===== config.mk =====
export PLATFORM = sky130hd
export DESIGN_NAME = station_router
export DESIGN_NICKNAME = d
export VERILOG_FILES = /design/src/verilog/ooo_pkg.sv /design/src/verilog/station_router.sv
export SDC_FILE = /design/constraint.sdc
export NUM_CORES = 1
export LEC_CHECK = 0
export BUFFER_PORTS_ARGS = -buffer_cell sky130_fd_sc_hd__buf_2
export CORE_AREA = 2 2 313 315
export CTS_BUF_LIST = sky130_fd_sc_hd__clkbuf_4
export DETAILED_ROUTE_END_ITERATION = 10
export DIE_AREA = 0 0 315 317
export GPL_TIMING_DRIVEN = 0
export PLACE_DENSITY_LB_ADDON = 0.1
export SLEW_MARGIN = 25
export SYNTH_ARGS = -nofsm -noshare
export SYNTH_HDL_FRONTEND = slang
export SYNTH_SLANG_ARGS = --single-unit

===== constraint.sdc =====
create_clock -name clk -period 29.8 [get_ports clk]
set_clock_uncertainty 0.2 [all_clocks]
set_input_delay 5.96 -clock clk [delete_from_list [all_inputs] [get_ports clk]]
set_output_delay 5.96 -clock clk [all_outputs]
set_load 0.02 [all_outputs]

===== src/verilog/ooo_pkg.sv =====
package ooo_pkg;

    localparam int NUM_CLASSES   = 3;
    localparam int STATION_DEPTH = 4;

    typedef logic [31:0] xlen_t;
    typedef logic [4:0]  reg_addr_t;
    typedef logic [4:0]  rob_tag_t;
    typedef logic [7:0]  order_t;

    typedef enum logic [1:0] {
        class_alu = 2'd0,
        class_mul = 2'd1,
        class_br  = 2'd2
    } op_class_t;

    // renamed instruction from decode/rename
    typedef struct packed {
        logic      valid;
        xlen_t     pc;
        order_t    order;
        xlen_t     inst;
        op_class_t op_class;
        logic [3:0] funct;
        xlen_t     imm;
        rob_tag_t  rd_rob_tag;
        rob_tag_t  rs1_tag;
        logic      rs1_arf_ready;
        xlen_t     rs1_arf_data;
        rob_tag_t  rs2_tag;
        logic      rs2_arf_ready;
        xlen_t     rs2_arf_data;
    } dispatch_t;

    // producer written back, not yet committed
    typedef struct packed {
        logic  hit;
        xlen_t data;
    } rob_lookup_t;

    typedef struct packed {
        logic     valid;
        rob_tag_t tag;
        xlen_t    data;
    } cdb_t;

    typedef struct packed {
        logic       valid;
        xlen_t      pc;
        order_t     order;
        xlen_t      inst;
        op_class_t  op_class;
        logic [3:0] funct;
        xlen_t      imm;
        rob_tag_t   rd_rob_tag;
        rob_tag_t   rs1_tag;
        logic       rs1_ready;
        xlen_t      rs1_data;
        rob_tag_t   rs2_tag;
        logic       rs2_ready;
        xlen_t      rs2_data;
    } rs_entry_t;

    typedef rs_entry_t issue_t;

    // fill any missing source that the broadcast produces
    function automatic rs_entry_t cdb_wake(rs_entry_t e, cdb_t bus);
        rs_entry_t w;
        w = e;
        if (bus.valid && !e.rs1_ready && bus.tag == e.rs1_tag) begin
            w.rs1_ready = 1'b1;
            w.rs1_data  = bus.data;
        end
        if (bus.valid && !e.rs2_ready && bus.tag == e.rs2_tag) begin
            w.rs2_ready = 1'b1;
            w.rs2_data  = bus.data;
        end
        return w;
    endfunction

endpackage


===== src/verilog/station_router.sv =====
module station_router (
    input  logic               clk,
    input  logic               rst,
    input  ooo_pkg::rs_entry_t captured,
    input  ooo_pkg::cdb_t      cdb,
    input  logic               free_alu,
    input  logic               free_mul,
    input  logic               free_br,
    output ooo_pkg::rs_entry_t write_alu,
    output ooo_pkg::rs_entry_t write_mul,
    output ooo_pkg::rs_entry_t write_br,
    output logic               stall
);
    import ooo_pkg::*;

    rs_entry_t              held;
    rs_entry_t              cand;
    logic                   cand_free;
    logic [NUM_CLASSES-1:0] write_valids;

    // held entry goes before anything newer
    assign cand  = held.valid ? held : captured;
    assign stall = held.valid;

    always_comb begin
        case (cand.op_class)
            class_alu: cand_free = free_alu;
            class_mul: cand_free = free_mul;
            class_br:  cand_free = free_br;
            default:   cand_free = 1'b0;
        endcase
    end

    always_comb begin
        write_alu       = cand;
        write_mul       = cand;
        write_br        = cand;
        write_alu.valid = cand.valid && cand_free && cand.op_class == class_alu;
        write_mul.valid = cand.valid && cand_free && cand.op_class == class_mul;
        write_br.valid  = cand.valid && cand_free && cand.op_class == class_br;
    end

    always_ff @(posedge clk) begin
        if (rst) begin
            held.valid <= 1'b0;
        end else if (cand.valid && !cand_free) begin
            held <= cdb_wake(cand, cdb);
        end else begin
            held.valid <= 1'b0;
        end
    end

    assign write_valids = {write_br.valid, write_mul.valid, write_alu.valid};

    one_station_write: assert property (
        @(posedge clk) disable iff (rst) $onehot0(write_valids)
    );

endmodule

==> out/metrics.yaml <==
cts_tree: "yes"
maxCapViolations: 0
p_int_mw: 0.567
fmax_ghz: 0.0758
ys_seq_area_frac: 0.426
seq_area_um2: 5760
stdcell_count: 3242
multi_input_area_um2: 3300
ir_drop_v: 0.0000191
cts_hold_buffers: 0
antenna_found_initial: 12
synth_top_area_cell: "edfxtp_1"
drt-wirelength-per-cell_um: 16.4
synth_cell_types: 22
grt_overflow_total: 0
fin_area_um2: 19700
vias: 10100
place_area_um2: 19400
criticalPathCategory: "input pin to output pin"
io-pin-count: 812
critPathMaxStageDelay_ns: 0.33
outcome: "finished clean"
hold_violations: 0
vias_per_cell: 3.12
synth_area_leaders: "edfxtp_1, buf_4, mux2_2"
slew_viol_final: 0
grt_pass1_wl_um: 70800
synth-seq-cells: 192
rows: 114
worstMarginPinSlew_ns: 0.866
drtPass1Iterations: 4
p_sw_frac: 0.380
die_height_um: 317
port_buffers: 811
nets: 2182
leakagePower_nw: 9.60
syn-num-nets: 1312
yosysMostFrequentCell: "buf_4"
holdWs_ns: 0.430
drt_iter0_markers: 264
critPathTopFamily: "simple AND/OR/NAND/NOR gates"
die_w_um: 315
cp_data_required_time_ns: 23.64
core_area_um2: 96300
grtUsageTotal: 0.0997
cp_max_fo: 7
place_congestion: 0.743
pwr-share-comb: 0.458
clkPwrFrac: 0.182
power_switching_mw: 0.347
yosysWarnings: 0
drc: 0
clock_path_buffers: 2
grt_setup_unrepaired: "no"
cts-root-buf: "clkbuf_4"
ys.flop_type: "edfxtp_1"
ant_nets: 0
ys_async_sr_fraction: 0
p_per_area_nw_per_um2: 46.3
grt_max_degree: 20
setup_viol: 0
cts_resized: 0
cts_max_level: 4
path_cells: "buf_2 > mux2_2 > or2_2 > nor2_1 > buf_2"
dp_hpwl_um: 45000
hp-class: "flop to flop"
clk_pin_slew_ns: 0.17
layout-drive-gt1-share: 0.883
crit_buf_inv: 2
grt_pass1_vias: 10100
path_common_cell: "buf_2"
syn_inst: 1077
max_slew_margin: 0.423
startpoint_type: "input pin"
synth_area_per_cell_um2: 12.6
synth_edf_count: 191
syn_to_final_growth_pct: 45.8
power_frac_seq: 0.360
yosys-top-cells-count: "buf_4, mux2_2, edfxtp_1"
cts_buffers: 17
synth_top_area_share: 0.424
fin_crit_sh: 0.443
period_needed_ns: 13.20
endpoint_kind: "output pin"
dp_cells: 3204
cp_data_arrival_time_ns: 7.04
clkSinkCount: 192
syn_area_um2: 13500
slowest_stage: "mux2_2"
post_cts_buffers: 0
start_util: 0.140
n_fill_cell: 10600
clk_latency_ns: 0.71
wl_um: 53200
die_area_um2: 99900
## sequential cells by signal, summed over array words and instances, names as in the netlist
signal / count
held: 191
stall: 1
## placed cells by master, fill, tap and decap left out, drive strengths merged, types with 2 or more instances in the layout
| cell | n |
|---|---|
| nand2 | 4 |
| xor2 | 8 |
| xnor2 | 2 |
| buf | 1445 |
| nor2 | 3 |
| mux2 | 252 |
| nand4 | 2 |
| edfxtp | 191 |
| nor4 | 4 |
| clkbuf | 23 |
| clkinv | 6 |
| inv | 10 |
| diode | 6 |
| mux2i | 3 |
## path summary, 6_finish.rpt
kind	start	endpoint	slack (ns)	cells past startpoint
worst max-delay path	captured[117]	write_alu[191]	16.60	5
worst min-delay path	held[119]	held[119]	0.43	1
worst max register to register	stall	held[111]	23.68	18
worst min register to register	held[119]	held[119]	0.43	1
## stage by stage
| step | total power, mW | setup WS, ns | setup TNS, ns | utilization |
|---|---|---|---|---|
| floorplan | 0.638 | 4.04 | 0 | - |
| global placement | 0.780 | -9.87 | -1876.89 | 0.199 |
| detailed placement | 0.762 | 16.60 | 0 | 0.202 |
| CTS | 0.943 | 16.59 | 0 | 0.205 |
| global route | 0.969 | 16.53 | 0 | 0.205 |
| finish | 0.914 | 16.60 | 0 | 0.205 |
## cells by family after synthesis
family                    after synthesis  synth area share
AOI/OAI and AO/OA                       1          0.000370
xor gates and xnor gates               10           0.00648
and+or+nand+nor                        16           0.00796
DFF                                   192             0.426
muxes                                 255             0.229
buffers and inverters                 603             0.331
## power by group through the flow
stage               Clock [mW]  Sequential (mW)  Combinational, mW
finish                   0.167            0.329              0.418
global route             0.190            0.331              0.448
CTS                      0.186            0.329              0.429
detailed placement           0            0.335              0.428
global placement             0            0.356              0.424
floorplan                    0            0.345              0.293
## routing by layer
layer | up-vias | global-route usage | wire length, µm
met1 | 4837 | 0.104 | 19500
li1 | 4866 | - | -
met4 | 16 | 0.0202 | 453
met5 | - | 0 | 101
met2 | 363 | 0.197 | 30300
met3 | 34 | 0.0269 | 2890
## area by class of cell
type	instances	area share
antenna	6	0.000761
buffer	600	0.226
clock buffer	17	0.00647
clock inverter	15	0.00882
inverter	3	0.000571
multi-input combinational	282	0.167
sequential	192	0.292
tap	1276	0.0809
timing repair buffer	851	0.217
No activity file was read; power rests on OpenSTA's default activity.
