**config.mk**
```make
export PLATFORM = sky130hd
export DESIGN_NAME = reservation_station
export DESIGN_NICKNAME = d
export VERILOG_FILES = /design/src/verilog/ooo_pkg.sv /design/src/verilog/reservation_station.sv
export SDC_FILE = /design/constraint.sdc
export NUM_CORES = 2
export LEC_CHECK = 0
export BUFFER_PORTS_ARGS = -buffer_cell sky130_fd_sc_hd__buf_2
export CAP_MARGIN = 20
export CELL_PAD_IN_SITES_DETAIL_PLACEMENT = 1
export CELL_PAD_IN_SITES_GLOBAL_PLACEMENT = 1
export CORE_MARGIN = 8
export CORE_UTILIZATION = 45
export CTS_BUF_LIST = sky130_fd_sc_hd__clkbuf_8
export DETAILED_ROUTE_END_ITERATION = 12
export GPL_TIMING_DRIVEN = 0
export PLACE_DENSITY = 0.72
export SLEW_MARGIN = 30
export SYNTH_ARGS = -nofsm -noshare
export SYNTH_HDL_FRONTEND = slang
export SYNTH_SLANG_ARGS = --single-unit
```
**constraint.sdc**
```tcl
create_clock -name clk -period 24.3 [get_ports clk]
set_input_delay 3.645 -clock clk [delete_from_list [all_inputs] [get_ports clk]]
set_output_delay 3.645 -clock clk [all_outputs]
set_load 0.01 [all_outputs]
```
**src/verilog/ooo_pkg.sv**
```systemverilog
package ooo_pkg;

    localparam int NUM_CLASSES   = 3;
    localparam int STATION_DEPTH = 4;

    typedef logic [31:0] xlen_t;
    typedef logic [4:0]  reg_addr_t;
    typedef logic [4:0]  rob_tag_t;
    typedef logic [7:0]  order_t;

    typedef enum logic [1:0] {
        class_alu = 2'd0,
        class_mul = 2'd1,
        class_br  = 2'd2
    } op_class_t;

    // renamed instruction from decode/rename
    typedef struct packed {
        logic      valid;
        xlen_t     pc;
        order_t    order;
        xlen_t     inst;
        op_class_t op_class;
        logic [3:0] funct;
        xlen_t     imm;
        rob_tag_t  rd_rob_tag;
        rob_tag_t  rs1_tag;
        logic      rs1_arf_ready;
        xlen_t     rs1_arf_data;
        rob_tag_t  rs2_tag;
        logic      rs2_arf_ready;
        xlen_t     rs2_arf_data;
    } dispatch_t;

    // producer written back, not yet committed
    typedef struct packed {
        logic  hit;
        xlen_t data;
    } rob_lookup_t;

    typedef struct packed {
        logic     valid;
        rob_tag_t tag;
        xlen_t    data;
    } cdb_t;

    typedef struct packed {
        logic       valid;
        xlen_t      pc;
        order_t     order;
        xlen_t      inst;
        op_class_t  op_class;
        logic [3:0] funct;
        xlen_t      imm;
        rob_tag_t   rd_rob_tag;
        rob_tag_t   rs1_tag;
        logic       rs1_ready;
        xlen_t      rs1_data;
        rob_tag_t   rs2_tag;
        logic       rs2_ready;
        xlen_t      rs2_data;
    } rs_entry_t;

    typedef rs_entry_t issue_t;

    // fill any missing source that the broadcast produces
    function automatic rs_entry_t cdb_wake(rs_entry_t e, cdb_t bus);
        rs_entry_t w;
        w = e;
        if (bus.valid && !e.rs1_ready && bus.tag == e.rs1_tag) begin
            w.rs1_ready = 1'b1;
            w.rs1_data  = bus.data;
        end
        if (bus.valid && !e.rs2_ready && bus.tag == e.rs2_tag) begin
            w.rs2_ready = 1'b1;
            w.rs2_data  = bus.data;
        end
        return w;
    endfunction

endpackage

```
**src/verilog/reservation_station.sv**
```systemverilog
module reservation_station #(
    parameter int DEPTH = ooo_pkg::STATION_DEPTH
) (
    input  logic               clk,
    input  logic               rst,
    input  ooo_pkg::rs_entry_t write,
    input  ooo_pkg::cdb_t      cdb,
    output logic               free,
    output ooo_pkg::issue_t    issue
);
    import ooo_pkg::*;

    // oldest at index 0, valid slots packed at the bottom
    rs_entry_t slots      [DEPTH];
    rs_entry_t woken      [DEPTH];
    rs_entry_t next_slots [DEPTH];
    issue_t    issue_next;
    logic      found;
    int        sel_idx;
    logic      placed;

    assign free = !slots[DEPTH-1].valid;

    always_comb begin
        for (int i = 0; i < DEPTH; i++) begin
            woken[i] = cdb_wake(slots[i], cdb);
        end
    end

    // lowest index with both operands wins
    always_comb begin
        found   = 1'b0;
        sel_idx = 0;
        for (int i = 0; i < DEPTH; i++) begin
            if (!found && woken[i].valid && woken[i].rs1_ready && woken[i].rs2_ready) begin
                found   = 1'b1;
                sel_idx = i;
            end
        end
        issue_next       = woken[sel_idx];
        issue_next.valid = found;
    end

    // collapse over the issued slot, then append at the tail
    always_comb begin
        for (int i = 0; i < DEPTH; i++) begin
            next_slots[i] = woken[i];
        end
        if (found) begin
            for (int i = 0; i < DEPTH - 1; i++) begin
                if (i >= sel_idx) begin
                    next_slots[i] = woken[i+1];
                end
            end
            next_slots[DEPTH-1].valid = 1'b0;
        end

        placed = 1'b0;
        for (int i = 0; i < DEPTH; i++) begin
            if (write.valid && !placed && !next_slots[i].valid) begin
                next_slots[i] = cdb_wake(write, cdb);
                placed        = 1'b1;
            end
        end
    end

    always_ff @(posedge clk) begin
        if (rst) begin
            for (int i = 0; i < DEPTH; i++) begin
                slots[i].valid <= 1'b0;
            end
            issue.valid <= 1'b0;
        end else begin
            for (int i = 0; i < DEPTH; i++) begin
                slots[i] <= next_slots[i];
            end
            issue <= issue_next;
        end
    end

    // router must see free before writing
    write_when_full: assert property (
        @(posedge clk) disable iff (rst) write.valid |-> free
    );

    issue_operands_ready: assert property (
        @(posedge clk) disable iff (rst) issue.valid |-> (issue.rs1_ready && issue.rs2_ready)
    );

endmodule

```
==> flow_summary.toml <==
[clock_network]
cts-hold-fix-buffers = 0
cts_buffers = 171
post_cts_resized = 0
root_buffer = "clkbuf_8"
post_cts_buffers = 0
clockBufferDepth = 3
clock_sinks = 960
clkLatencyLatePin_ns = 0.88
tritoncts = "done"
htreeDepth = 4
clkSlewWorstSetupHoldPaths_ns = 0.06

[global_routing]
overflow = 0
track_usage_pct = 29.0
grt_pass1_wl_um = 266000
grt_max_degree = 82
antenna_found_initial = 49
grt_pass1_vias = 41500

[floorplan]
initial_core_util_pct = 45.2
die_w_um = 346
die_area_mm2 = 0.120
coreArea_mm2 = 0.109
fp.dieH_um = 346
io_pins = 425
num_rows = 121

[finish]
nNetsFinal = 5208
regArea_mm2 = 0.0288
layout-area-overhead-vs-synth_pct = 16.0
fin_cells = 6554
fin_area_mm2 = 0.0569
multiInputGateArea_mm2 = 0.0183
fillCellCount = 11800
layout-drive-gt1-share_pct = 16.4

[synthesis]
async_flop_share_pct = 0
synth_mux_area_share_pct = 14.6
synth_compound_area_share_pct = 11.9
ys_seq_elements = 960
synthCells = 4352
syn_area_mm2 = 0.0491
yosysWarnings = 0
synth_top_area_share_pct = 58.5
synth_edf_count = 955
synth_xor_area_share_pct = 0.893
synth_ff_type = "edfxtp_1"
synthAdderAreaFrac_pct = 0
synth_area_leaders = "edfxtp_1 (58%), mux2i_1 (12%), nand2_1 (8.3%)"
synth_nets = 4584
synth-simple-area-share_pct = 9.68
syn_avg_cell_area_um2 = 11.3
synth_area_leader_cell = "edfxtp_1"
synth_top_family_by_area = "multiplexers"
yosysSeqAreaShare_pct = 58.7
ys_types = 45

[critical_path]
critPathKind = "in2reg"
startpoint_type = "input port"
r2r_cells = 14
crit_chain = "buf_4 -> xnor2_1 -> nand4_1 -> o31ai_2 -> a31o_2 -> and2_1 -> clkbuf_1 -> buf_2 -> buf_2 -> clkbuf_1 -> nor2_1 -> nor2_4 -> buf_16 -> buf_16 -> buf_16"
critical_path_depth = 15
end_kind = "flip-flop"
cp_data_arrival_time_ns = 9.29
critical_path.n_buffers_inverters = 8
worstReg2RegStart = "slots[0][75]$_DFFE_PP_"
crit_start = "cdb[36]"
slowest_stage = "clkbuf_1"
crit_top_cell = "buf_16"
max_stage_delay_ns = 0.73
cp_top_family = "buffers and inverters"
required_ns = 24.86
crit_fanout = 19

[detailed_routing]
met2_length_um = 85800
ant_nets = 0
top_layer = "met5"
drt-total-wl_um = 181000
vias = 39300
drc_errors = 0
vias_per_cell = 5.99
firstDrtPassIters = 6
wl_met3_um = 15100
drtIter0Drc = 3341
post_drt_wl_per_cell_um = 27.6
met1_length_um = 71200

[power_and_ir_drop]
power.leakage_uw = 0.0230
power_density_mw_per_mm2 = 70.6
vdd_ir_drop_max_v = 0.0000421

[sta]
rsz0062_at_grt = "false"
fin_skew_ns = 0.0518
hold_viol = 0
relSlewSlack_pct = 29.6
setup_ws_ns = 15.57
period_needed_ns = 8.73
tns_ns = 0
fmax_mhz = 115
tightest_slew_ns = 1.06
slew_viol_final = 0
setup_viol = 0
finalCritPeriodShare_pct = 35.9

[place]
place_hpwl_um = 127000
globalplace.congestion = 0.909
place_inst = 6217
preCtsSetupSlack_ns = 14.79
portBuffers = 385
dpl_cell_area_mm2 = 0.0538

[min_path]
hp-start = "slots[3][191]$_SDFF_PP0_"
holdPathStages = 2
hold_class = "reg2reg"

[outcome]
status = "completed"

[job]
cap_violations = 0
## cell usage in the layout (no fill, tap or decap), drive strengths merged, types with 2 or more instances in the layout
| cell | count |
|---|---|
| mux2i | 610 |
| and2 | 4 |
| edfxtp | 955 |
| clkinv | 71 |
| a31o | 3 |
| diode | 29 |
| xnor2 | 12 |
| a31oi | 5 |
| nand2b | 65 |
| nor4 | 11 |
| nor2 | 12 |
| o22ai | 126 |
| nand4 | 2 |
| inv | 197 |
| nand2 | 1080 |
| or3 | 3 |
| a22oi | 3 |
| a22o | 4 |
| clkbuf | 474 |
| o211ai | 64 |
| a211oi | 2 |
| a32oi | 125 |
| a221o | 65 |
| mux2 | 96 |
| a21oi | 74 |
| buf | 531 |
| and3 | 4 |
| nor3 | 2 |
| o21ai | 448 |
| nand4b | 7 |
| nand3 | 2 |
| dfxtp | 5 |
| xor2 | 38 |
## power breakdown
| part | switching (uW) | leakage, uW | total, uW | internal (uW) |
|---|---|---|---|---|
| clock | 722 | 0.00174 | 1380 | 663 |
| sequential | 40.0 | 0.00920 | 2020 | 1980 |
| combinational | 408 | 0.0121 | 618 | 210 |
## cell usage after synthesis (2+ instances only)
cell type  number
nand3_1         2
a221o_1        65
xnor2_1        12
clkbuf_1      302
o22ai_1       126
mux2i_1       610
o211ai_1       64
a22o_1          4
or3_1           3
buf_6           5
dfxtp_1         5
o21ai_1         2
a22oi_1         3
mux2_2         96
nand2_1      1080
nand2b_1       65
a211oi_1        2
inv_1         133
nor4_1         11
nand4_1         2
a32oi_1       125
buf_1          15
buf_2          52
edfxtp_1      955
nor2_1         12
a21oi_1        74
a31oi_1         5
o21ai_0       446
nand4b_1        7
buf_4           9
and3_1          4
xor2_1         38
a31o_2          3
and2_1          4
## per-stage QoR
step / total power (uW) / util, % / hold slack, ns
floorplan: 2410 / - / 0.506
global placement: 2650 / 48.6 / 0.551
detailed placement: 2660 / 49.6 / 0.574
CTS: 4040 / 52.4 / 0.583
global route: 4160 / 52.4 / 0.647
finish: 4020 / 52.4 / 0.586
## per-layer routing
metal	track usage (%)	vias to the layer above
li1	-	17300
met1	35.7	19700
met2	47.6	1768
met3	7.31	482
met4	14.4	22
met5	0	-
## state kept, by name, indices dropped and copies added (netlist names)
| register | count |
|---|---|
| issue | 192 |
| slots | 768 |
## logic make-up (layout without fill, tap and decap cells)
kind of cell / count (synthesis) / after routing
compound gates: 927 / 927
xor+xnor: 50 / 50
buf+inv: 516 / 1275
other cells: 0 / 29
simple gates: 1193 / 1193
flops: 960 / 960
mux: 706 / 706
## worst register-to-register path, delay by kind of cell, from the launching register on
kind,cells,cell delay (ns)
AO/OA/AOI/OAI,2,0.92
XOR/XNOR,1,0.30
buffers and inverters,7,3.17
flip-flops,1,0.42
AND/OR/NAND/NOR,4,1.08
## area by class of cell
class,instances,share of cell area [%]
diodes,29,0.128
plain buffers,383,2.80
clock buffers,172,4.16
clock inverters,136,1.12
inverters,133,0.890
multi-input cells,2876,32.1
flip-flops and latches,960,50.6
well taps,1414,3.11
repair buffers,451,5.11
## final timing paths
check                                   to  slack [ns]
setup / recovery   slots[0][151]$_DFFE_PP_       15.57
hold / removal    slots[3][191]$_SDFF_PP0_        0.59
setup reg to reg   slots[0][151]$_DFFE_PP_       18.10
hold reg to reg   slots[3][191]$_SDFF_PP0_        0.59
Note: power is estimated with default switching activity, not from simulation.
