**config.mk**
```make
export PLATFORM = sky130hd
export DESIGN_NAME = operand_capture
export DESIGN_NICKNAME = d
export VERILOG_FILES = /design/src/verilog/ooo_pkg.sv /design/src/verilog/operand_capture.sv
export SDC_FILE = /design/constraint.sdc
export NUM_CORES = 1
export LEC_CHECK = 0
export BUFFER_PORTS_ARGS = -buffer_cell sky130_fd_sc_hd__buf_2
export CAP_MARGIN = 10
export CORE_AREA = 2 2 190 192
export CTS_BUF_LIST = sky130_fd_sc_hd__clkbuf_8
export DETAILED_ROUTE_END_ITERATION = 10
export DIE_AREA = 0 0 192 194
export PLACE_DENSITY = 0.57
export SLEW_MARGIN = 20
export SYNTH_ARGS = -nofsm -noshare
export SYNTH_HDL_FRONTEND = slang
export SYNTH_SLANG_ARGS = --single-unit
export TNS_END_PERCENT = 20
```
**constraint.sdc**
```tcl
create_clock -name clk -period 5.54 [get_ports clk]
set_input_delay 1.108 -clock clk [delete_from_list [all_inputs] [get_ports clk]]
set_output_delay 1.108 -clock clk [all_outputs]
set_load 0.005 [all_outputs]
```
**src/verilog/ooo_pkg.sv**
```systemverilog
package ooo_pkg;

    localparam int NUM_CLASSES   = 3;
    localparam int STATION_DEPTH = 4;

    typedef logic [31:0] xlen_t;
    typedef logic [4:0]  reg_addr_t;
    typedef logic [4:0]  rob_tag_t;
    typedef logic [7:0]  order_t;

    typedef enum logic [1:0] {
        class_alu = 2'd0,
        class_mul = 2'd1,
        class_br  = 2'd2
    } op_class_t;

    // renamed instruction from decode/rename
    typedef struct packed {
        logic      valid;
        xlen_t     pc;
        order_t    order;
        xlen_t     inst;
        op_class_t op_class;
        logic [3:0] funct;
        xlen_t     imm;
        rob_tag_t  rd_rob_tag;
        rob_tag_t  rs1_tag;
        logic      rs1_arf_ready;
        xlen_t     rs1_arf_data;
        rob_tag_t  rs2_tag;
        logic      rs2_arf_ready;
        xlen_t     rs2_arf_data;
    } dispatch_t;

    // producer written back, not yet committed
    typedef struct packed {
        logic  hit;
        xlen_t data;
    } rob_lookup_t;

    typedef struct packed {
        logic     valid;
        rob_tag_t tag;
        xlen_t    data;
    } cdb_t;

    typedef struct packed {
        logic       valid;
        xlen_t      pc;
        order_t     order;
        xlen_t      inst;
        op_class_t  op_class;
        logic [3:0] funct;
        xlen_t      imm;
        rob_tag_t   rd_rob_tag;
        rob_tag_t   rs1_tag;
        logic       rs1_ready;
        xlen_t      rs1_data;
        rob_tag_t   rs2_tag;
        logic       rs2_ready;
        xlen_t      rs2_data;
    } rs_entry_t;

    typedef rs_entry_t issue_t;

    // fill any missing source that the broadcast produces
    function automatic rs_entry_t cdb_wake(rs_entry_t e, cdb_t bus);
        rs_entry_t w;
        w = e;
        if (bus.valid && !e.rs1_ready && bus.tag == e.rs1_tag) begin
            w.rs1_ready = 1'b1;
            w.rs1_data  = bus.data;
        end
        if (bus.valid && !e.rs2_ready && bus.tag == e.rs2_tag) begin
            w.rs2_ready = 1'b1;
            w.rs2_data  = bus.data;
        end
        return w;
    endfunction

endpackage

```
**src/verilog/operand_capture.sv**
```systemverilog
module operand_capture (
    input  logic                clk,
    input  logic                rst,
    input  ooo_pkg::dispatch_t   dispatch,
    input  ooo_pkg::rob_lookup_t rob_rs1,
    input  ooo_pkg::rob_lookup_t rob_rs2,
    input  ooo_pkg::cdb_t        cdb,
    input  logic                stall,
    output ooo_pkg::rs_entry_t   captured
);
    import ooo_pkg::*;

    rs_entry_t base_entry;
    rs_entry_t next_entry;

    always_comb begin
        base_entry.valid      = dispatch.valid;
        base_entry.pc         = dispatch.pc;
        base_entry.order      = dispatch.order;
        base_entry.inst       = dispatch.inst;
        base_entry.op_class   = dispatch.op_class;
        base_entry.funct      = dispatch.funct;
        base_entry.imm        = dispatch.imm;
        base_entry.rd_rob_tag = dispatch.rd_rob_tag;
        base_entry.rs1_tag    = dispatch.rs1_tag;
        base_entry.rs2_tag    = dispatch.rs2_tag;

        // arf first, then rob
        if (dispatch.rs1_arf_ready) begin
            base_entry.rs1_ready = 1'b1;
            base_entry.rs1_data  = dispatch.rs1_arf_data;
        end else if (rob_rs1.hit) begin
            base_entry.rs1_ready = 1'b1;
            base_entry.rs1_data  = rob_rs1.data;
        end else begin
            base_entry.rs1_ready = 1'b0;
            base_entry.rs1_data  = '0;
        end

        if (dispatch.rs2_arf_ready) begin
            base_entry.rs2_ready = 1'b1;
            base_entry.rs2_data  = dispatch.rs2_arf_data;
        end else if (rob_rs2.hit) begin
            base_entry.rs2_ready = 1'b1;
            base_entry.rs2_data  = rob_rs2.data;
        end else begin
            base_entry.rs2_ready = 1'b0;
            base_entry.rs2_data  = '0;
        end
    end

    // cdb last, only for sources still missing
    assign next_entry = cdb_wake(base_entry, cdb);

    always_ff @(posedge clk) begin
        if (rst) begin
            captured.valid <= 1'b0;
        end else if (stall) begin
            // held entry keeps listening to the bus
            captured <= cdb_wake(captured, cdb);
        end else begin
            captured <= next_entry;
        end
    end

    // the dispatch side honours the stall from the router
    dispatch_during_stall: assert property (
        @(posedge clk) disable iff (rst) stall |-> !dispatch.valid
    );

endmodule

```
==> parameters.txt, run 1 <==
Parameter                              Value

Outcome
  Outcome ... complete, no violations

Floorplan
  Core Region ... 35200 sq um
  Die outline height ... 194 microns
  Number of rows in the core area ... 69
  Ports ... 491
  Die width ... 192 microns
  Initial standard-cell utilization of the core ... 0.214
  Area of the die ... 37200 sq um

Logic synthesis
  Number of enable flip-flop cells after synthesis ... 191
  Post-synth design cell area ... 7530 sq um
  Sequential-to-total area share from yosys stat ... 0.765
  Unique cell type count in the Yosys netlist ... 24
  Fraction of synthesis flops using an asynchronous set or reset pin ... 0
  Synth Register Bits ... 192
  Top FF cell, synth ... sky130_fd_sc_hd__edfxtp_1
  Number of warning messages in the yosys log ... 0
  Cell count after synthesis ... 386
  Fraction of synthesized cell area taken by the top area cell type ... 0.762
  Mapped Nets ... 685
  List of most frequent post-synthesis cells ... sky130_fd_sc_hd__edfxtp_1 (191), sky130_fd_sc_hd__a22o_1 (63), sky130_fd_sc_hd__mux2_2 (60), sky130_fd_sc_hd__clkbuf_1 (14), sky130_fd_sc_hd__xnor2_1 (14)
  Synth top area cells ... sky130_fd_sc_hd__edfxtp_1 (76%), sky130_fd_sc_hd__mux2_2 (9.0%), sky130_fd_sc_hd__a22o_1 (7.3%)
  Leading area contributor after synthesis ... sky130_fd_sc_hd__edfxtp_1
  Post-synthesis average cell area ... 19.5 sq um
  Most numerous cell in the Yosys netlist ... sky130_fd_sc_hd__edfxtp_1

Final layout
  Biggest regs ... captured (192)
  Top reg by flops ... captured
  Nets@finish ... 1179
  Combined area of the multi-input logic cells ... 1650 sq um
  Area added between synthesis and finish ... 45.1%
  Filler cell count in the final layout ... 3626
  Flip-flop count of the largest register after layout ... 192
  Share of post-route cells with drive strength above 1 ... 0.669
  Sequential cell area ... 5760 sq um

Routing
  Post-Route WL ... 26.3 mm
  DR iter-0 viols ... 167
  Drt via density ... 4.09
  Vias post-DR ... 5549
  DR DRC count ... 0
  Final antenna-violating net count ... 0
  Length of the first detailed-routing pass in iterations ... 6
  Routed wirelength normalized by instance count ... 19.4 microns

STA
  Worst slew pin tran ... 835 ps
  Setup repair after global routing missed its margin ... no
  Final worst-path cycle share ... 0.491
  Worst setup skew after layout ... 10.3 ps
  Total negative slack for setup checks ... 0 ps
  Pins Over Slew Limit ... 0
  Final Critical Period ... 2720 ps
  Number of hold-slack violations in the final timing report ... 0
  Worst hold slack across all endpoints ... 519 ps
  # setup viols final ... 0
  Fmax achieved ... 0.367 GHz
  Headroom to the max-slew limit ... 0.443

Critical path
  Destination of the worst register-to-register timing path ... captured[45]$_DFFE_PP_
  R2r setup slk ... 3570 ps
  Worst r2r path cells ... 4
  Worst Setup Path Type ... primary input to register
  Worst R2R Start ... captured[74]$_DFFE_PP_
  Largest fanout of any net on the critical path ... 36
  Nature of the critical path endpoint ... register
  Crit path arrival time ... 2960 ps
  Startpoint type of the worst setup path ... primary input
  Critical Path RT ... 5780 ps

CTS
  Sinks on Clock Net ... 192
  TritonCTS Buffers ... 17
  Number of post-CTS setup repair buffers ... 0
  CTS tree ... built
  Worst-Skew Late Latency ... 490 ps
  CTS H-tree lvls ... 4
  Buffer type at the clock tree root ... sky130_fd_sc_hd__clkbuf_8
  Count of hold-fix buffers inserted at cts ... 0
  Gates resized, CTS repair ... 0
  Max clock buf depth ... 2
  Reg clk slew, reported paths ... 110 ps

Min path
  Cell count of the worst hold path ... 2
  HP Start ... captured[191]$_SDFFE_PP0N_
  Min-delay worst type ... register to register
  Capture endpoint of the worst hold path ... captured[191]$_SDFFE_PP0N_

Global route
  Total routing usage reported by global routing ... 0.136
  Via count of the first global-routing pass ... 5726
  First-pass GRT wire length ... 36.3 mm
  Largest net degree at the start of global routing ... 66
  Number of antenna violations at the first check in global routing ... 6
  Remaining Overflow, GRT ... 0

Power and ir drop
  Worst IR drop on VDD ... 131 uV
  Static leakage power ... 4.62 nW
  Power Density ... 286 nW/um^2

Place
  Placed wire-length estimate ... 20.9 mm
  Global placer's final weighted congestion ... 0.774
  Number of buffers added on ports ... 490

Run
  Number of max-capacitance violations reported ... 0
placed cells by master, fill, tap and decap left out, types with 3 or more instances in the layout:
master and count:
sky130_fd_sc_hd__bufinv_16 3, sky130_fd_sc_hd__buf_2 490, sky130_fd_sc_hd__a22o_1 63, sky130_fd_sc_hd__mux2_1 4, sky130_fd_sc_hd__clkbuf_8 17, sky130_fd_sc_hd__nor2_1 5, sky130_fd_sc_hd__xor2_1 6, sky130_fd_sc_hd__mux2_2 60
sky130_fd_sc_hd__edfxtp_1 191, sky130_fd_sc_hd__buf_4 8, sky130_fd_sc_hd__inv_6 3, sky130_fd_sc_hd__xnor2_1 14
where the power goes:
| part | leakage, nW | internal, mW | switching (mW) |
|---|---|---|---|
| logic | 2.60 | 0.207 | 0.192 |
| registers | 1.81 | 1.70 | 0.0244 |
| clock network | 0.215 | 0.453 | 0.544 |
| total | 4.62 | 2.36 | 0.760 |
stage by stage:
stage	power (mW)	instance area (sq um)	util	std cells	worst slack (ps)
after floorplan	1.92	7530	-	386	24.9
after detailed placement	2.17	10500	0.298	1322	2300
after CTS	3.18	10900	0.310	1354	2870
final	3.12	10900	0.310	1356	2820
after global placement	2.16	10500	0.298	1322	2350
after global routing	3.26	10900	0.310	1354	2740
area by class of cell:
| type | count | share of cell area |
|---|---|---|
| diodes | 2 | 0.000458 |
| clock inverters | 15 | 0.0165 |
| clock buffers | 17 | 0.0214 |
| well taps | 461 | 0.0528 |
| repair buffers | 498 | 0.230 |
| multi-input cells | 170 | 0.151 |
| inverters | 1 | 0.000573 |
| flip-flops and latches | 192 | 0.527 |
kinds of logic (layout without fill, tap and decap cells):
family / Yosys count / in the layout / share of synthesized area
flip-flops: 192 / 192 / 0.765
AO/OA/AOI/OAI: 70 / 70 / 0.0850
multiplexers: 65 / 65 / 0.0971
buffers and inverters: 24 / 531 / 0.0185
XOR/XNOR: 20 / 20 / 0.0233
AND/OR/NAND/NOR: 15 / 15 / 0.0115
other: 0 / 2 / 0
per-layer routing:
metal	track usage	wire (microns)	share of wire
met1	0.144	9570	0.36
met5	0	0	0
met2	0.246	13500	0.51
met4	0.0356	324	0.012
met3	0.0590	2950	0.11
worst max-delay path by stage:
stage	startpoint	end	slack (ps)	cells after the start
final	dispatch[32]	captured[5]$_DFFE_PP_	2820	5
after global routing	dispatch[32]	captured[5]$_DFFE_PP_	2740	5
after CTS	dispatch[32]	captured[5]$_DFFE_PP_	2870	5
after detailed placement	dispatch[32]	captured[10]$_DFFE_PP_	2300	5
after global placement	dispatch[32]	captured[6]$_DFFE_PP_	2350	5
after floorplan	cdb[32]	captured[38]$_DFFE_PP_	20	4
worst max-delay path: stages:
cell and delay [ps]:
sky130_fd_sc_hd__buf_2 610, sky130_fd_sc_hd__nor2_1 160, sky130_fd_sc_hd__a31oi_4 190, sky130_fd_sc_hd__buf_4 430
sky130_fd_sc_hd__mux2_2 400
No activity file was read; power rests on OpenSTA's default activity.
==> inputs of run 2 (changes only) <==
==> constraint.sdc (replaced) <==
create_clock -name clk -period 2.35 [get_ports clk]
set_input_delay 0.47 -clock clk [delete_from_list [all_inputs] [get_ports clk]]
set_output_delay 0.47 -clock clk [all_outputs]
set_load 0.005 [all_outputs]
==> parameters.txt, run 2 (same netlist as run 1, synthesis figures left out) <==
Parameter                              Value

Power and ir drop
  Power Density ... 649 nW/um^2 (was 286 nW/um^2)
  Share of total power consumed by net switching ... 0.254 (was 0.243)
  Sw power ... 1.83 mW (was 760 uW)
  Combinational fraction of design power ... 0.138 (was 0.128)
  Final Power ... 7.22 mW (was 3.12 mW)
  Worst IR drop on VDD ... 328 uV (was 131 uV)
  Portion of total power attributed to the clock network ... 0.297 (was 0.319)
  Static leakage power ... 4.71 nW (was 4.62 nW)
  Internal Dissipation ... 5.39 mW (was 2.36 mW)
  Reg power frac ... 0.564 (was 0.553)

Global route
  Largest net degree at the start of global routing ... 34 (was 66)
  Via count of the first global-routing pass ... 6096 (was 5726)
  Remaining Overflow, GRT ... 0 (unchanged)
  Number of antenna violations at the first check in global routing ... 9 (was 6)
  Total routing usage reported by global routing ... 0.145 (was 0.136)
  First-pass GRT wire length ... 38.7 mm (was 36.3 mm)

Routing
  Length of the first detailed-routing pass in iterations ... 4 (was 6)
  Drt via density ... 4.15 (was 4.09)
  Final antenna-violating net count ... 0 (unchanged)
  Met3 Wirelength ... 3.00 mm (was 2.95 mm)
  Post-Route WL ... 27.9 mm (was 26.3 mm)
  Routed wirelength normalized by instance count ... 20.4 microns (was 19.4 microns)
  DR iter-0 viols ... 187 (was 167)
  Met2 wire length ... 14.6 mm (was 13.5 mm)
  Wire length the detailed router placed on met1 ... 9.82 mm (was 9.57 mm)
  DR DRC count ... 0 (unchanged)
  Highest layer used for signal routing ... met5 (was met4)
  Vias post-DR ... 5663 (was 5549)

Outcome
  Outcome ... complete, no violations (unchanged)

CTS
  TritonCTS Buffers ... 17 (unchanged)
  Number of post-CTS setup repair buffers ... 0 (unchanged)
  Reg clk slew, reported paths ... 100 ps (was 110 ps)
  Sinks on Clock Net ... 192 (unchanged)
  Worst-Skew Late Latency ... 490 ps (about the same)
  CTS tree ... built (unchanged)
  Max clock buf depth ... 2 (unchanged)
  Gates resized, CTS repair ... 0 (unchanged)
  Buffer type at the clock tree root ... sky130_fd_sc_hd__clkbuf_8 (unchanged)
  Count of hold-fix buffers inserted at cts ... 0 (unchanged)
  CTS H-tree lvls ... 4 (unchanged)

Place
  Global placer's final weighted congestion ... 0.818 (was 0.774)
  Number of buffers added on ports ... 490 (unchanged)
  Placed wire-length estimate ... 22.2 mm (was 20.9 mm)

Floorplan
  Die outline height ... 194 microns (unchanged)
  Number of rows in the core area ... 69 (unchanged)
  Initial standard-cell utilization of the core ... 0.214 (unchanged)
  Core Region ... 35200 sq um (unchanged)
  Area of the die ... 37200 sq um (unchanged)
  Die width ... 192 microns (unchanged)
  Ports ... 491 (unchanged)

Final layout
  Most common library cell in the layout ignoring fill and taps ... sky130_fd_sc_hd__buf_2 (unchanged)
  Final core utilization ... 0.316 (was 0.310)
  Biggest regs ... captured (192) (unchanged)
  Area added between synthesis and finish ... 47.8% (was 45.1%)
  Top reg by flops ... captured (unchanged)
  Share of post-route cells with drive strength above 1 ... 0.676 (was 0.669)
  Nets@finish ... 1187 (was 1179)
  Top library cells by usage in the layout, fill and taps aside ... sky130_fd_sc_hd__buf_2 (490), sky130_fd_sc_hd__edfxtp_1 (191), sky130_fd_sc_hd__a22o_1 (63) (unchanged)
  Flip-flop count of the largest register after layout ... 192 (unchanged)
  Filler cell count in the final layout ... 3577 (was 3626)

STA
  Pins Over Slew Limit ... 0 (unchanged)
  Final worst-path cycle share ... 0.722
  Headroom to the max-slew limit ... 0.395 (was 0.443)
  Fmax achieved ... 0.589 GHz
  Worst slew pin tran ... 905 ps (was 835 ps)
  Final Critical Period ... 1700 ps
  Worst setup skew after layout ... 4.08 ps (was 10.3 ps)
  Number of hold-slack violations in the final timing report ... 0 (unchanged)
  Setup repair after global routing missed its margin ... no (unchanged)
  # setup viols final ... 0 (unchanged)

Critical path
  Crit path arrival time ... 1880 ps (was 2960 ps)
  Largest fanout of any net on the critical path ... 33 (was 36)
  Critical Path RT ... 2530 ps (was 5780 ps)
  Nature of the critical path endpoint ... register (unchanged)
  Worst Setup Path Type ... register to register (was primary input to register)
  Startpoint type of the worst setup path ... register (was primary input)
  R2r setup slk ... 650 ps (was 3570 ps)

Min path
  Min-delay worst type ... primary input to register (was register to register)

Run
  Number of max-capacitance violations reported ... 0 (unchanged)
[run 2: power groups by stage]
stage / Clock (mW) / Combinational, mW / Sequential, mW
CTS: 2.24 / 1.01 / 4.08
global placement: 0 / 1.01 / 4.15
floorplan: 0 / 0.345 / 4.19
finish: 2.15 / 0.998 / 4.08
detailed placement: 0 / 1.01 / 4.16
global route: 2.36 / 1.09 / 4.10
[run 2: through the flow]
step | cell area [sq um] | setup TNS [ps] | hold slack, ps | setup slack, ps | std cells
6_report | 11100 | 0 | 145 | 653 | 1365
5_1_grt | 11100 | 0 | 87.5 | 568 | 1362
4_1_cts | 11100 | 0 | 94.1 | 644 | 1361
3_5_place_dp | 10700 | 0 | 496 | 306 | 1330
3_3_place_gp | 10700 | 0 | 474 | 322 | 1330
2_1_floorplan | 7630 | -68570 | 488 | -497 | 386
[run 2: final cells by class]
type	instances	area, sq um	area share
Antenna cell	4	10.0	0.000900
Clock buffer	17	234	0.0210
Clock inverter	14	136	0.0123
Inverter	1	7.51	0.000675
Multi-Input combinational cell	170	1710	0.154
Sequential cell	192	5760	0.517
Tap cell	461	577	0.0518
Timing Repair Buffer	506	2700	0.242
[run 2: path summary, 6_finish.rpt]
check / start / depth (start not counted) / endpoint
setup / recovery: captured[75]$_DFFE_PP_ / 4 / captured[40]$_DFFE_PP_
hold / removal: dispatch[98] / 1 / captured[98]$_DFFE_PP_
setup reg to reg: captured[75]$_DFFE_PP_ / 4 / captured[40]$_DFFE_PP_
hold reg to reg: captured[191]$_SDFFE_PP0N_ / 2 / captured[191]$_SDFFE_PP0N_
[run 2: worst max-delay path, cell delays in order (launching register included)]
cell,delay (ps)
sky130_fd_sc_hd__edfxtp_1,450
sky130_fd_sc_hd__xnor2_2,170
sky130_fd_sc_hd__nand4_1,170
sky130_fd_sc_hd__o41ai_4,290
sky130_fd_sc_hd__buf_12,290
[run 2: layer usage]
metal,up-vias,track usage
met5,-,0
met4,6,0.0404
met3,28,0.0637
met2,333,0.264
met1,2716,0.148
li1,2580,-
